--- src/common/afu_pkg.sv ---
package afu_pkg;

	localparam int ADDR_W          = 32;
	localparam int NUM_TAGS        = 8;
	localparam int TAG_W           = 3;
	localparam int CREDIT_W        = 4;
	localparam int CMD_QUEUE_DEPTH = 4;
	localparam int RSP_QUEUE_DEPTH = 4;

	typedef enum logic {
		CLASS_READ  = 1'b0,
		CLASS_WRITE = 1'b1
	} cmd_class_t;

	// Host response codes, returned to the requester as they arrive
	typedef enum logic [1:0] {
		RSP_DONE   = 2'd0,
		RSP_FAILED = 2'd1,
		RSP_PAGED  = 2'd2
	} rsp_code_t;

	typedef struct packed {
		cmd_class_t        cmd_class;
		logic [ADDR_W-1:0] addr;
	} cmd_line_t;

	typedef struct packed {
		logic [TAG_W-1:0]  tag;
		rsp_code_t         code;
		logic [ADDR_W-1:0] addr;
	} rsp_line_t;

endpackage

--- src/common/issue_if.sv ---
`timescale 1ns/1ps

interface issue_if import afu_pkg::*; ();

	// Issue strobe with the command being issued
	logic              issue;
	cmd_class_t        issue_class;
	logic [ADDR_W-1:0] issue_addr;

	// Lowest free tag and host room
	logic              tag_avail;
	logic [TAG_W-1:0]  free_tag;
	logic              credit_avail;

	modport fsm (
		output issue, issue_class, issue_addr,
		input  tag_avail, free_tag, credit_avail
	);

	modport tags (input issue, issue_class, issue_addr, output tag_avail, free_tag);

	modport credits (input issue, output credit_avail);

endinterface

--- src/common/rsp_if.sv ---
`timescale 1ns/1ps

interface rsp_if import afu_pkg::*; ();

	// One-cycle strobe, no back-pressure
	logic              rsp_valid;
	cmd_class_t        rsp_class;
	logic [TAG_W-1:0]  rsp_tag;
	rsp_code_t         rsp_code;
	logic [ADDR_W-1:0] rsp_addr;

	modport tags (
		output rsp_valid, rsp_class, rsp_tag, rsp_code, rsp_addr
	);

	modport router (
		input  rsp_valid, rsp_class, rsp_tag, rsp_code, rsp_addr
	);

endinterface

--- src/logic/cmd_intake.sv ---
`timescale 1ns/1ps

module cmd_intake import afu_pkg::*; #(
	parameter cmd_class_t CMD_CLASS = CLASS_READ
) (
	input  logic              clock,
	input  logic              rstn,
	input  logic              req,
	output logic              ack,
	input  logic [ADDR_W-1:0] addr,
	input  logic              full,
	output logic              push,
	output cmd_line_t         push_line
);

	// A new command is taken only while ack is still low
	assign push = req && !ack && !full;

	assign push_line.cmd_class = CMD_CLASS;
	assign push_line.addr      = addr;

	always_ff @(posedge clock or negedge rstn) begin
		if (!rstn) begin
			ack <= 1'b0;
		end else if (push) begin
			ack <= 1'b1;
		end else if (!req) begin
			ack <= 1'b0;
		end
	end

	// Source holds req and its address until ack
	assert property (@(posedge clock) disable iff (!rstn)
		req && !ack |=> req && $stable(addr));

endmodule

--- src/logic/cmd_queue.sv ---
`timescale 1ns/1ps

module cmd_queue import afu_pkg::*; #(
	parameter type PAYLOAD_T = cmd_line_t,
	parameter int  DEPTH     = CMD_QUEUE_DEPTH
) (
	input  logic     clock,
	input  logic     rstn,
	input  logic     push,
	input  PAYLOAD_T push_data,
	input  logic     pop,
	output PAYLOAD_T pop_data,
	output logic     full,
	output logic     empty
);

	PAYLOAD_T                   mem [DEPTH];
	logic [$clog2(DEPTH)-1:0]   wr_ptr;
	logic [$clog2(DEPTH)-1:0]   rd_ptr;
	logic [$clog2(DEPTH+1)-1:0] count;
	logic                       do_push;
	logic                       do_pop;

	assign full    = (count == DEPTH);
	assign empty   = (count == 0);
	assign do_push = push && !full;
	assign do_pop  = pop && !empty;

	// Head entry is visible before the pop
	assign pop_data = mem[rd_ptr];

	always_ff @(posedge clock) begin
		if (do_push) begin
			mem[wr_ptr] <= push_data;
		end
	end

	always_ff @(posedge clock or negedge rstn) begin
		if (!rstn) begin
			wr_ptr <= '0;
			rd_ptr <= '0;
			count  <= '0;
		end else begin
			if (do_push) begin
				wr_ptr <= (wr_ptr == DEPTH-1) ? '0 : wr_ptr + 1'b1;
			end
			if (do_pop) begin
				rd_ptr <= (rd_ptr == DEPTH-1) ? '0 : rd_ptr + 1'b1;
			end
			if (do_push && !do_pop) begin
				count <= count + 1'b1;
			end else if (do_pop && !do_push) begin
				count <= count - 1'b1;
			end
		end
	end

	assert property (@(posedge clock) disable iff (!rstn) pop |-> !empty);
	assert property (@(posedge clock) disable iff (!rstn) push |-> !full);

endmodule

--- src/issue/issue_fsm.sv ---
`timescale 1ns/1ps

module issue_fsm import afu_pkg::*; (
	input  logic              clock,
	input  logic              rstn,
	input  logic              enabled,
	input  logic              read_empty,
	input  logic              write_empty,
	input  cmd_line_t         read_line,
	input  cmd_line_t         write_line,
	output logic              read_pop,
	output logic              write_pop,
	issue_if.fsm              iss,
	output logic              host_cmd_valid,
	output cmd_class_t        host_cmd_class,
	output logic [TAG_W-1:0]  host_cmd_tag,
	output logic [ADDR_W-1:0] host_cmd_addr
);

	typedef enum logic [1:0] {
		IDLE,
		SELECT,
		ISSUE
	} state_t;

	state_t     state;
	cmd_class_t sel;
	cmd_class_t last;
	cmd_line_t  line;
	logic       ready;
	logic       go;

	// Host room, a free tag and the enable must all hold
	assign ready = enabled && iss.credit_avail && iss.tag_avail;
	assign go    = (state == ISSUE) && ready;

	assign line = (sel == CLASS_WRITE) ? write_line : read_line;

	assign iss.issue       = go;
	assign iss.issue_class = line.cmd_class;
	assign iss.issue_addr  = line.addr;

	assign read_pop  = go && (sel == CLASS_READ);
	assign write_pop = go && (sel == CLASS_WRITE);

	//////////////////////////////////////////////////
	// Round-robin state machine
	//////////////////////////////////////////////////

	always_ff @(posedge clock or negedge rstn) begin
		if (!rstn) begin
			state <= IDLE;
			sel   <= CLASS_READ;
			// Read gets the first turn
			last  <= CLASS_WRITE;
		end else begin
			case (state)
				IDLE: begin
					if (ready && !(read_empty && write_empty)) begin
						state <= SELECT;
					end
				end
				SELECT: begin
					if (!read_empty && !write_empty) begin
						sel <= (last == CLASS_READ) ? CLASS_WRITE : CLASS_READ;
					end else if (!write_empty) begin
						sel <= CLASS_WRITE;
					end else begin
						sel <= CLASS_READ;
					end
					state <= ISSUE;
				end
				ISSUE: begin
					if (go) begin
						last <= sel;
					end
					state <= IDLE;
				end
				default: begin
					state <= IDLE;
				end
			endcase
		end
	end

	//////////////////////////////////////////////////
	// Host command port
	//////////////////////////////////////////////////

	always_ff @(posedge clock or negedge rstn) begin
		if (!rstn) begin
			host_cmd_valid <= 1'b0;
		end else begin
			host_cmd_valid <= go;
		end
	end

	always_ff @(posedge clock) begin
		if (go) begin
			host_cmd_class <= line.cmd_class;
			host_cmd_tag   <= iss.free_tag;
			host_cmd_addr  <= line.addr;
		end
	end

endmodule

--- src/issue/credit_counter.sv ---
`timescale 1ns/1ps

module credit_counter import afu_pkg::*; (
	input  logic                clock,
	input  logic                rstn,
	input  logic                enabled,
	input  logic [CREDIT_W-1:0] room,
	input  logic                rsp_valid,
	issue_if.credits            cred
);

	logic [CREDIT_W-1:0] count;

	assign cred.credit_avail = (count != '0);

	// Follows room until enabled, then tracks issues and responses
	always_ff @(posedge clock or negedge rstn) begin
		if (!rstn) begin
			count <= '0;
		end else if (!enabled) begin
			count <= room;
		end else if (cred.issue && !rsp_valid) begin
			count <= count - 1'b1;
		end else if (rsp_valid && !cred.issue) begin
			count <= count + 1'b1;
		end
	end

	// An issue never spends a credit that is not there
	assert property (@(posedge clock) disable iff (!rstn)
		cred.issue |-> (count != '0));

endmodule

--- src/logic/tag_table.sv ---
`timescale 1ns/1ps

module tag_table import afu_pkg::*; (
	input  logic             clock,
	input  logic             rstn,
	issue_if.tags            iss,
	input  logic             host_rsp_valid,
	input  logic [TAG_W-1:0] host_rsp_tag,
	input  rsp_code_t        host_rsp_code,
	rsp_if.tags              rsp
);

	logic [NUM_TAGS-1:0] busy;
	cmd_class_t          tag_class [NUM_TAGS];
	logic [ADDR_W-1:0]   tag_addr  [NUM_TAGS];

	// Lowest free tag wins
	always_comb begin
		iss.free_tag = '0;
		for (int i = NUM_TAGS-1; i >= 0; i--) begin
			if (!busy[i]) begin
				iss.free_tag = TAG_W'(i);
			end
		end
	end

	assign iss.tag_avail = !(&busy);

	always_ff @(posedge clock or negedge rstn) begin
		if (!rstn) begin
			busy          <= '0;
			rsp.rsp_valid <= 1'b0;
		end else begin
			if (iss.issue) begin
				busy[iss.free_tag] <= 1'b1;
			end
			if (host_rsp_valid) begin
				busy[host_rsp_tag] <= 1'b0;
			end
			rsp.rsp_valid <= host_rsp_valid;
		end
	end

	always_ff @(posedge clock) begin
		if (iss.issue) begin
			tag_class[iss.free_tag] <= iss.issue_class;
			tag_addr[iss.free_tag]  <= iss.issue_addr;
		end
		// Resolve the tag back to its class and address
		if (host_rsp_valid) begin
			rsp.rsp_class <= tag_class[host_rsp_tag];
			rsp.rsp_tag   <= host_rsp_tag;
			rsp.rsp_code  <= host_rsp_code;
			rsp.rsp_addr  <= tag_addr[host_rsp_tag];
		end
	end

	// The host only answers tags that were issued
	assert property (@(posedge clock) disable iff (!rstn)
		host_rsp_valid |-> busy[host_rsp_tag]);

endmodule

--- src/logic/response_router.sv ---
`timescale 1ns/1ps

module response_router import afu_pkg::*; (
	input  logic      clock,
	input  logic      rstn,
	rsp_if.router     rsp,
	output logic      read_rsp_req,
	input  logic      read_rsp_ack,
	output rsp_line_t read_rsp_line,
	output logic      write_rsp_req,
	input  logic      write_rsp_ack,
	output rsp_line_t write_rsp_line
);

	// Entry 0 serves reads and entry 1 writes, as in cmd_class_t
	logic      push  [2];
	logic      pop   [2];
	logic      full  [2];
	logic      empty [2];
	logic      req   [2];
	logic      ack   [2];
	rsp_line_t head  [2];
	rsp_line_t rsp_line;

	assign rsp_line.tag  = rsp.rsp_tag;
	assign rsp_line.code = rsp.rsp_code;
	assign rsp_line.addr = rsp.rsp_addr;

	assign ack[CLASS_READ]  = read_rsp_ack;
	assign ack[CLASS_WRITE] = write_rsp_ack;

	assign read_rsp_req   = req[CLASS_READ];
	assign write_rsp_req  = req[CLASS_WRITE];
	assign read_rsp_line  = head[CLASS_READ];
	assign write_rsp_line = head[CLASS_WRITE];

	for (genvar c = 0; c < 2; c++) begin : g_class
		assign push[c] = rsp.rsp_valid && (rsp.rsp_class == cmd_class_t'(c));
		// Requester has taken the line
		assign pop[c]  = req[c] && ack[c];

		cmd_queue #(
			.PAYLOAD_T(rsp_line_t),
			.DEPTH    (RSP_QUEUE_DEPTH)
		) i_rsp_queue (
			.clock    (clock),
			.rstn     (rstn),
			.push     (push[c]),
			.push_data(rsp_line),
			.pop      (pop[c]),
			.pop_data (head[c]),
			.full     (full[c]),
			.empty    (empty[c])
		);

		// Four-phase sender, next req only after ack has dropped
		always_ff @(posedge clock or negedge rstn) begin
			if (!rstn) begin
				req[c] <= 1'b0;
			end else if (req[c] && ack[c]) begin
				req[c] <= 1'b0;
			end else if (!req[c] && !ack[c] && !empty[c]) begin
				req[c] <= 1'b1;
			end
		end
	end

	assert property (@(posedge clock) disable iff (!rstn)
		rsp.rsp_valid |-> !full[rsp.rsp_class]);

endmodule

--- src/logic/afu_command_control.sv ---
`timescale 1ns/1ps

module afu_command_control import afu_pkg::*; (
	input  logic                clock,
	input  logic                rstn,
	input  logic                read_req,
	output logic                read_ack,
	input  logic [ADDR_W-1:0]   read_addr,
	input  logic                write_req,
	output logic                write_ack,
	input  logic [ADDR_W-1:0]   write_addr,
	output logic                host_cmd_valid,
	output cmd_class_t          host_cmd_class,
	output logic [TAG_W-1:0]    host_cmd_tag,
	output logic [ADDR_W-1:0]   host_cmd_addr,
	input  logic [CREDIT_W-1:0] room,
	input  logic                enabled,
	input  logic                host_rsp_valid,
	input  logic [TAG_W-1:0]    host_rsp_tag,
	input  rsp_code_t           host_rsp_code,
	output logic                read_rsp_req,
	input  logic                read_rsp_ack,
	output rsp_line_t           read_rsp_line,
	output logic                write_rsp_req,
	input  logic                write_rsp_ack,
	output rsp_line_t           write_rsp_line
);

	logic      read_push;
	logic      write_push;
	logic      read_full;
	logic      write_full;
	logic      read_pop;
	logic      write_pop;
	logic      read_empty;
	logic      write_empty;
	cmd_line_t read_push_line;
	cmd_line_t write_push_line;
	cmd_line_t read_line;
	cmd_line_t write_line;

	issue_if iss_bus ();
	rsp_if   rsp_bus ();

	//////////////////////////////////////////////////
	// Command intake and class queues
	//////////////////////////////////////////////////

	cmd_intake #(.CMD_CLASS(CLASS_READ)) i_read_intake (
		.clock(clock), .rstn(rstn), .req(read_req), .ack(read_ack), .addr(read_addr),
		.full(read_full), .push(read_push), .push_line(read_push_line)
	);

	cmd_intake #(.CMD_CLASS(CLASS_WRITE)) i_write_intake (
		.clock(clock), .rstn(rstn), .req(write_req), .ack(write_ack), .addr(write_addr),
		.full(write_full), .push(write_push), .push_line(write_push_line)
	);

	cmd_queue #(.PAYLOAD_T(cmd_line_t), .DEPTH(CMD_QUEUE_DEPTH)) i_read_queue (
		.clock(clock), .rstn(rstn), .push(read_push), .push_data(read_push_line),
		.pop(read_pop), .pop_data(read_line), .full(read_full), .empty(read_empty)
	);

	cmd_queue #(.PAYLOAD_T(cmd_line_t), .DEPTH(CMD_QUEUE_DEPTH)) i_write_queue (
		.clock(clock), .rstn(rstn), .push(write_push), .push_data(write_push_line),
		.pop(write_pop), .pop_data(write_line), .full(write_full), .empty(write_empty)
	);

	//////////////////////////////////////////////////
	// Issue, credits and tags
	//////////////////////////////////////////////////

	issue_fsm i_issue_fsm (
		.clock(clock), .rstn(rstn), .enabled(enabled),
		.read_empty(read_empty), .write_empty(write_empty),
		.read_line(read_line), .write_line(write_line),
		.read_pop(read_pop), .write_pop(write_pop), .iss(iss_bus.fsm),
		.host_cmd_valid(host_cmd_valid), .host_cmd_class(host_cmd_class),
		.host_cmd_tag(host_cmd_tag), .host_cmd_addr(host_cmd_addr)
	);

	credit_counter i_credit_counter (
		.clock(clock), .rstn(rstn), .enabled(enabled), .room(room),
		.rsp_valid(host_rsp_valid), .cred(iss_bus.credits)
	);

	tag_table i_tag_table (
		.clock(clock), .rstn(rstn), .iss(iss_bus.tags), .host_rsp_valid(host_rsp_valid),
		.host_rsp_tag(host_rsp_tag), .host_rsp_code(host_rsp_code), .rsp(rsp_bus.tags)
	);

	response_router i_response_router (
		.clock(clock), .rstn(rstn), .rsp(rsp_bus.router),
		.read_rsp_req(read_rsp_req), .read_rsp_ack(read_rsp_ack),
		.read_rsp_line(read_rsp_line), .write_rsp_req(write_rsp_req),
		.write_rsp_ack(write_rsp_ack), .write_rsp_line(write_rsp_line)
	);

endmodule

--- config.mk ---
export PLATFORM = sky130hd
export DESIGN_NAME = afu_command_control
export DESIGN_NICKNAME = d
export VERILOG_FILES = /design/src/common/afu_pkg.sv /design/src/common/issue_if.sv /design/src/common/rsp_if.sv /design/src/logic/cmd_intake.sv /design/src/logic/cmd_queue.sv /design/src/issue/issue_fsm.sv /design/src/issue/credit_counter.sv /design/src/logic/tag_table.sv /design/src/logic/response_router.sv /design/src/logic/afu_command_control.sv
export SDC_FILE = /design/constraint.sdc
export NUM_CORES = 1
export LEC_CHECK = 0
export ABC_CLOCK_PERIOD_IN_PS = 12100
export BUFFER_PORTS_ARGS = -buffer_cell sky130_fd_sc_hd__buf_2
export CAP_MARGIN = 25
export CORE_ASPECT_RATIO = 1.75
export CORE_MARGIN = 2
export CORE_UTILIZATION = 40
export CTS_CLUSTER_SIZE = 25
export DETAILED_ROUTE_END_ITERATION = 16
export GPL_ROUTABILITY_DRIVEN = 0
export SETUP_SLACK_MARGIN = 0.4
export SYNTH_ARGS = -nofsm -noshare
export SYNTH_HDL_FRONTEND = slang
export SYNTH_SLANG_ARGS = --single-unit
--- constraint.sdc ---
create_clock -name clock -period 12.1 [get_ports clock]
set_clock_uncertainty 0.15 [all_clocks]
set_input_delay 3.63 -clock clock [delete_from_list [all_inputs] [get_ports clock]]
set_output_delay 3.63 -clock clock [all_outputs]
set_load 0.1 [all_outputs]
* Yosys cells after proc, flatten, opt, wreduce, memory -nomap -nowiden *
Memories as Yosys holds them, arrays and structs flattened. A register that Yosys moved wholly into a read port is not among the register bits.
Index checks and enable logic that the tools add are counted.

word-level totals
  register bits after elaboration = 91
  memory bits (writable) = 816
  input bits = 81
  output and inout port bits = 115
  logic and storage cells = 216
  memories = 6

operators by class
  $add $sub $neg = 18
  $lt $le $gt $ge = 4
  eq/ne operators = 18
  muxes and demuxes = 57
  bitwise logic cells = 5
  reduce and logical (&&, ||, !) cells = 80

memory list
  memory                                        depth  bits a word  read ports  clocked after memory_dff  wr ports  line             text
  i_tag_table.tag_addr                          8      32           1           1                         1         tag_table.sv:15  logic [ADDR_W-1:0] tag_addr [NUM_TAGS];
  i_response_router.g_class[0].i_rsp_queue.mem  4      37           1           0                         1         cmd_queue.sv:17  PAYLOAD_T mem [DEPTH];
  i_response_router.g_class[1].i_rsp_queue.mem  4      37           1           0                         1         cmd_queue.sv:17
  i_read_queue.mem                              4      32           1           0                         1         cmd_queue.sv:17
  i_write_queue.mem                             4      32           1           0                         1         cmd_queue.sv:17
  i_tag_table.tag_class                         8      1            1           1                         1         tag_table.sv:14  cmd_class_t tag_class [NUM_TAGS];

operators with widths
  kind                 number
  $mux 3               16
  $logic_and 1x1->1    40
  $mux 33              1
  $logic_not 1->1      26
  $mux 1               23
  $eq 2x2->1 const B   9
  $mux 2               9
  $add 2x1->2 const B  8
  $mux 8               2
  $add 3x1->3 const B  4
  $eq 3x3->1 const B   4
  $logic_not 3->1      4
  $mux 4               3
  $reduce_bool 2->1    6
  $sub 3x1->3 const B  4
  $and 8x8->8          1
  $lt 3x4->1 const B   2
  $not 8->8            1
  $or 8x8->8           1
  $reduce_and 8->1     1
  $demux 1 s3          2
  $ge 3x1->1 const B   2
  $ne 2x1->1 const B   3
  $add 4x1->4 const B  1
  8 further kinds      9

* Depth between registers and ports, before layout *
Gate-level depths: netlist of the first run.

  depth after elaboration = 16
  depth in mapped cells = 10
  depth with buffers taken out = 10

* Cells and area by module *
From an unflattened synthesis of the first run, not the netlist that was laid out.

second synthesis, totals
  cells, all modules = 1637
  area total of the unflattened synthesis = 36423.7 sq um

by module, submodules not included
  module                                                    instances  cells each  area an instance (sq um)
  tag_table                                                 1          550         11592.4
  cmd_queue (i_response_router.g_class[0].i_rsp_queue ...)  2          230         5786.8
  cmd_queue (i_write_queue)                                 1          210         5228.8
  cmd_queue (i_read_queue)                                  1          210         5202.5
  issue_fsm                                                 1          90          1833.0
  cmd_intake                                                2          38          300.3
  credit_counter                                            1          31          292.8
  response_router                                           1          10          100.1

* Worst setup path after synthesis of the first run *
Ideal clock, no wire load.

  kind = input to register
  from = in enabled
  to = mem i_tag_table.tag_addr[3][0] (enable)
  arrival time = 7.479 ns
  path slack = 3.953 ns
  cell stages on the path = 3
  buffers on the path = 1
  cells stage by stage = buf_2 > nand4b_4 > nor4b_1

on the way
  word-level cells in the longest chain between the ends = 5

RTL lines
  item                            line                       text
  start, declared                 afu_command_control.sv:17  input logic enabled,
  $logic_and 1x1->1 (2 in a row)  issue_fsm.sv:34            assign ready = enabled && iss.credit_avail && iss.tag_avail;
  $logic_and 1x1->1               issue_fsm.sv:35            assign go = (state == ISSUE) && ready;
  $mux 1                          tag_table.sv:45            if (iss.issue) begin
  $mux 1 (implied by the code)    tag_table.sv:47            tag_addr[iss.free_tag] <= iss.issue_addr;
  end, declared                   tag_table.sv:15

Every way passes these cells.

==> flow_metrics.py, run 1 <==
metrics = {
    "outcome": {
        "status": "completed",
    },
    "power_and_ir_drop": {
        "ir_drop_uv": 145,
        "p_leak_nw": 13.6,
        "power_density_nw_per_um2": 247,
    },
    "synthesis": {
        "synth_top_area_share_pct": 76.0,
        "async_flop_share_pct": 5.32,
        "synth.yosys.seq_area_share_pct": 79.5,
        "synth_area_leader_cell": "edfxtp_1",
        "synth-seq-cells": 940,
        "synth_cell_types": 55,
        "synth_area_leaders": "edfxtp_1, mux4_2, dfrtp_1",
        "synthesis.area_um2": 35200,
        "synthFlopType": "edfxtp_1",
        "yosysWarnings": 0,
        "synth_cells": 1630,
        "synth_nets": 1740,
        "synth_edf_count": 890,
        "syn_area_per_cell_um2": 21.6,
    },
    "route": {
        "vias": 16100,
        "routed_wl_mm": 72.3,
        "wl_per_cell_um": 23.2,
        "vias_per_cell": 5.17,
        "drt_iter0_drc": 1098,
        "drc": 0,
        "dr.pass1.iters": 5,
        "ant_nets": 0,
    },
    "global_route": {
        "grt_pass1_vias": 17500,
        "grt_antenna_before_repair": 12,
        "grt_pass1_wl_mm": 109,
        "grt_remaining_overflow": 0,
        "grt_max_degree": 74,
        "grt_usage_pct": 16.3,
    },
    "worst_hold_path": {
        "hold_class": "reg2reg",
        "min_to": "i_read_queue.count[2]",
        "hold_depth": 1,
        "hold_start": "i_read_queue.count[2]",
    },
    "clock_network": {
        "tritoncts": "built",
        "cts_setup_buffers": 0,
        "clk-insertion-delay-late_ps": 670,
        "cts_resized": 0,
        "numCtsBuffers": 85,
        "cts.reportedPaths.clkPinSlew_ps": 60,
        "cts_root_buffer": "clkbuf_16",
        "cts.sinks": 940,
        "ctsHoldBuffers": 0,
        "cts_buffer_depth": 3,
        "h-tree-depth": 3,
    },
    "floorplan": {
        "rows": 143,
        "die_y_um": 396,
        "num_io_pins": 196,
        "start_util_pct": 40.5,
        "core_um2": 87000,
        "fp.dieW_um": 228,
        "die-area_um2": 90400,
    },
    "sta": {
        "setup_viol": 0,
        "slew_headroom_pct": 33.9,
        "max_freq_ghz": 0.150,
        "hold_viol_final": 0,
        "finalCritPeriodShare_pct": 55.2,
        "finalMaxSlewViolations": 0,
        "fin_tns_setup_ps": 0,
        "rsz0062_at_grt": "no",
        "fin_crit_ps": 6680,
        "tightest_slew_ps": 992,
        "setup_ws_ps": 5420,
    },
    "place": {
        "portBuffers": 195,
        "dp.cells": 2953,
        "dp_hpwl_mm": 43.3,
        "post_dp_cell_area_um2": 37700,
        "place_ws_ps": 5920,
    },
    "worst_setup_path": {
        "reg2reg_to": "i_write_queue.count[1]",
        "worstPathArrival_ps": 2900,
        "worstRegToRegCells": 8,
        "slowest_stage": "mux4_2",
        "max_stage_delay_ps": 710,
        "r2r_start": "i_issue_fsm.sel",
        "crit_fanout": 30,
        "critPathCaptureType": "output port",
        "required_ps": 8320,
        "path_cells": "buf_4, mux4_2, buf_2",
        "r2r_slack_ps": 9070,
        "worstSetupPathType": "reg2out",
        "start_kind": "flop",
    },
    "cells_and_area": {
        "areaGrowthSynthToFinish_pct": 15.3,
        "instances_no_fill": 3114,
        "nets": 1991,
        "fin_area_um2": 40600,
        "drive_above_1_share_pct": 31.4,
        "fin_util_pct": 46.6,
    },
    "flow_run": {
        "drv_cap": 0,
    },
}
[Yosys cell counts, types with 5 or more instances]
| master | instances |
|---|---|
| clkbuf_1 | 35 |
| xor2_1 | 9 |
| ha_1 | 25 |
| a21oi_1 | 8 |
| edfxtp_1 | 890 |
| and2_1 | 16 |
| inv_1 | 22 |
| o21ai_0 | 14 |
| nor3_1 | 9 |
| mux4_2 | 204 |
| nor2_1 | 27 |
| buf_2 | 19 |
| mux2_2 | 10 |
| dfrtp_1 | 49 |
| nand2_1 | 214 |
| buf_1 | 9 |
| nor3b_1 | 5 |
[worst max path at each step]
stage                          startpoint                          end  slack, ps
final                                flop             read_rsp_line[0]       5420
after CTS                            flop             read_rsp_line[0]       5320
after floorplan                   enabled   i_tag_table.tag_addr[3][0]       3950
after detailed placement          enabled       i_write_queue.count[1]       5920
after global routing                 flop             read_rsp_line[0]       5260
after global placement    host_rsp_tag[0]  i_tag_table.rsp.rsp_addr[8]       5980
[layout make-up]
type / count / area (um^2)
antenna: 1 / 2.50
clock buffer: 98 / 2230
clock inverter: 61 / 623
fill: 7262 / 46400
inverter: 24 / 90.1
multi-input combinational: 602 / 6920
sequential: 940 / 28000
tap: 1160 / 1450
timing repair buffer: 228 / 1250
[worst max-delay path: cells and delay by family (launching register included)]
| family | cells | cell delay [ps] |
|---|---|---|
| buffers and inverters | 2 | 950 |
| muxes | 1 | 710 |
| DFF | 1 | 560 |
[report_power, final]
part	switching [mW]	internal, mW	total [mW]	leakage [nW]
Sequential	0.152	4.16	4.31	8.71
Clock	1.18	1.55	2.73	1.40
Combinational	2.24	0.739	2.98	3.52
[cells by family (layout without fill, tap and decap cells)]
| logic type | count (synthesis) | count (layout) | share of synthesized area (%) |
|---|---|---|---|
| flops | 940 | 940 | 79.5 |
| mux | 214 | 214 | 13.4 |
| buf+inv | 88 | 411 | 1.02 |
| compound gates | 45 | 45 | 0.797 |
| fa+ha+maj | 29 | 29 | 1.12 |
| xor+xnor | 14 | 14 | 0.388 |
| other cells | 0 | 1 | 0 |
| simple gates | 300 | 300 | 3.77 |
[per-stage QoR]
| stage | hold slack, ps | power [mW] |
|---|---|---|
| after CTS | 342 | 10.2 |
| after global placement | 322 | 7.34 |
| after global routing | 383 | 10.4 |
| after detailed placement | 333 | 7.43 |
| final | 346 | 10.0 |
| after floorplan | 306 | 6.71 |
[state kept, by name (all words and copies together) (netlist names), 8 cells and up]
name,flops
i_response_router.g_class.i_rsp_queue.mem,296
i_tag_table.tag_addr,256
i_read_queue.mem,128
i_write_queue.mem,128
i_issue_fsm.host_cmd_addr,32
i_tag_table.rsp.rsp_addr,32
i_tag_table.busy,8
i_tag_table.tag_class,8
[layer usage]
metal  part of all wire (%)  up-vias  wire [um]  GRT usage, %
met5                   0.12        -         84             0
met4                    2.8       16       2010          6.37
met3                    5.1      115       3660          3.05
met2                     53      413      38000          29.4
met1                     39     8486      28500          19.1
li1                       -     7066          -             -
[cells in the final DEF, fill, tap and decap left out, types with 4 or more instances in the layout]
| master | synthesis | layout |
|---|---|---|
| dfrtp_2 | 0 | 7 |
| xnor2_1 | 4 | 4 |
| a31oi_1 | 4 | 4 |
| ha_1 | 25 | 25 |
| nand4_1 | 4 | 4 |
| dfrtp_1 | 49 | 42 |
| a21oi_1 | 8 | 8 |
| nor2_4 | 0 | 6 |
| nor2b_1 | 4 | 4 |
| bufinv_16 | 0 | 10 |
| and2_2 | 0 | 16 |
| xor2_1 | 9 | 9 |
| clkinv_8 | 0 | 4 |
| fa_1 | 4 | 4 |
| clkinv_2 | 0 | 18 |
| mux4_2 | 204 | 204 |
| buf_4 | 1 | 32 |
| clkinv_1 | 2 | 22 |
| o21ai_0 | 14 | 14 |
| buf_2 | 19 | 194 |
| clkbuf_1 | 35 | 9 |
| inv_1 | 22 | 22 |
| mux2_2 | 10 | 10 |
| nor2_1 | 27 | 21 |
| edfxtp_1 | 890 | 890 |
| clkbuf_16 | 0 | 86 |
| nand2_1 | 214 | 214 |
| nor3_1 | 9 | 8 |
| nor3b_1 | 5 | 5 |
(Power assumes the default switching activity.)
==> run 2: changes to the inputs <==
--- a/config.mk
+++ b/config.mk
@@ -5,7 +5,7 @@
 export SDC_FILE = /design/constraint.sdc
 export NUM_CORES = 1
 export LEC_CHECK = 0
-export ABC_CLOCK_PERIOD_IN_PS = 12100
+export ABC_CLOCK_PERIOD_IN_PS = 5950
 export BUFFER_PORTS_ARGS = -buffer_cell sky130_fd_sc_hd__buf_2
 export CAP_MARGIN = 25
 export CORE_ASPECT_RATIO = 1.75
==> constraint.sdc (replaced) <==
create_clock -name clock -period 5.95 [get_ports clock]
set_clock_uncertainty 0.15 [all_clocks]
set_input_delay 1.785 -clock clock [delete_from_list [all_inputs] [get_ports clock]]
set_output_delay 1.785 -clock clock [all_outputs]
set_load 0.1 [all_outputs]
==> run 2 against run 1 <==
  * Hold slack worse by 2.6 ps
  * Clock-buffer cell count decreased by 4
  * Flip-flop and latch count is the same
==> flow_metrics.py, run 2 (synthesis results as in run 1) <==
metrics = {
    "worst_setup_path": {
        "max_stage_delay_ps": 860,
        "required_ps": 4010,
        "r2r_start": "i_write_queue.count[2]",
        "path_cells": "buf_4, mux4_2, buf_2",
        "critPathCaptureType": "output port",
        "crit_fanout": 21,
        "slowest_stage": "dfrtp_2",
        "start_kind": "flop",
        "worstPathArrival_ps": 2810,
        "worstSetupPathType": "reg2out",
        "worstRegToRegCells": 3,
    },
    "route": {
        "vias": 16000,
        "drt_iter0_drc": 973,
        "ant_nets": 0,
        "routed_wl_mm": 70.3,
        "dr.pass1.iters": 6,
        "wl_per_cell_um": 22.6,
        "drc": 0,
        "vias_per_cell": 5.12,
    },
    "sta": {
        "slew_headroom_pct": 34.2,
        "hold_viol_final": 0,
        "hold_slack_ps": 344,
        "max_freq_ghz": 0.211,
        "setup_viol": 0,
        "fin_tns_setup_ps": 0,
        "finalCritPeriodShare_pct": 79.8,
        "fin_crit_ps": 4750,
        "setup_ws_ps": 1200,
        "finalMaxSlewViolations": 0,
        "tightest_slew_ps": 975,
        "rsz0062_at_grt": "no",
    },
    "clock_network": {
        "tritoncts": "built",
        "cts_root_buffer": "clkbuf_16",
        "cts_setup_buffers": 0,
        "cts.sinks": 940,
        "clk-insertion-delay-late_ps": 670,
        "numCtsBuffers": 84,
        "h-tree-depth": 3,
        "cts.reportedPaths.clkPinSlew_ps": 60,
        "cts_buffer_depth": 3,
        "ctsHoldBuffers": 0,
        "cts_resized": 0,
    },
    "worst_hold_path": {
        "hold_start": "i_read_queue.count[2]",
        "hold_class": "reg2reg",
        "hold_depth": 1,
    },
    "cells_and_area": {
        "final_common_cell": "edfxtp_1",
        "fillCellCount": 7350,
        "regMostFlops": "i_response_router.g_class.i_rsp_queue.mem",
        "largest_registers": "i_response_router.g_class.i_rsp_queue.mem: 296 flops, i_tag_table.tag_addr: 256 flops",
        "nets": 1995,
        "areaGrowthSynthToFinish_pct": 15.3,
        "largest_reg_flops": 296,
        "fin_area_um2": 40500,
        "final_cell_mix": "edfxtp_1, nand2_1, mux4_2",
        "drive_above_1_share_pct": 31.4,
    },
    "floorplan": {
        "die_y_um": 396,
        "rows": 143,
        "die-area_um2": 90400,
        "core_um2": 87000,
        "num_io_pins": 196,
        "fp.dieW_um": 228,
        "start_util_pct": 40.5,
    },
    "power_and_ir_drop": {
        "p_int_mw": 13.0,
        "combPwrFrac_pct": 29.3,
        "seqPwrFrac_pct": 43.5,
        "ir_drop_uv": 269,
        "swShare_pct": 35.6,
        "power_density_nw_per_um2": 500,
        "p_clk_share_pct": 27.1,
        "p_leak_nw": 13.6,
        "p_sw_mw": 7.23,
    },
    "place": {
        "dp_hpwl_mm": 44.1,
        "place_ws_ps": 1710,
        "portBuffers": 195,
        "post_dp_cell_area_um2": 37700,
    },
    "global_route": {
        "grt_antenna_before_repair": 8,
        "grt_usage_pct": 15.9,
        "grt_max_degree": 51,
        "grt_pass1_wl_mm": 108,
        "grt_pass1_vias": 17600,
        "grt_remaining_overflow": 0,
    },
    "outcome": {
        "status": "completed",
    },
    "flow_run": {
        "drv_cap": 0,
    },
}
[run 2: changes by cell type in the layout (fill, tap and decap cells not counted), sizes merged]
cell and delta:
clkinvlp +3, buf +4, clkbuf -3, clkinv -2, inv -1
[run 2: final timing paths]
check | to | slack (ps)
worst min register to register | i_read_queue.count[2] | 340
worst min-delay path | i_read_queue.count[2] | 340
worst max register to register | i_write_queue.mem[3][12] | 3060
min in group asynchronous | i_write_queue.count[2] | 1090
max in group asynchronous | asynchronous set/reset pin | 4030
worst max-delay path | read_rsp_line[12] | 1200
[run 2: through the flow]
step           power (mW)  instances  utilization, %
2_1_floorplan        13.6       1630               -
3_3_place_gp         14.9       2957            43.4
3_5_place_dp         15.1       2958            43.4
4_1_cts              20.6       3113            46.6
5_1_grt              21.2       3114            46.6
6_report             20.3       3115            46.6
[run 2: final cells by class]
type,count,area [um^2],area share [%]
inverters,24,90.1,0.222
well taps,1160,1450,3.58
repair buffers,233,1290,3.17
clock inverters,61,641,1.58
multi-input cells,602,6930,17.1
diodes,1,2.50,0.00617
flip-flops and latches,940,28000,69.0
clock buffers,94,2160,5.33
[run 2: power groups by stage]
stage                     Combinational [mW]  Sequential [mW]  Clock [mW]
after floorplan                         4.60             9.04           0
after global placement                  5.91             8.98           0
after detailed placement                6.08             8.99           0
after CTS                               6.08             8.85        5.68
after global routing                    6.35             8.91        5.92
final                                   5.95             8.83        5.50
[run 2: worst max-delay path: cells and delay by family (launching register included)]
| family | cells | cell delay [ps] |
|---|---|---|
| multiplexers | 1 | 550 |
| flip-flops | 1 | 860 |
| buffers and inverters | 2 | 710 |
[run 2: layer usage]
metal  global-route usage, %  up-vias  share of wire, %
li1                        -     7068                 -
met1                    18.9     8394                40
met2                    28.8      369                53
met3                    3.15      119               4.5
met4                    5.61       12               2.5
met5                       0        -             0.081
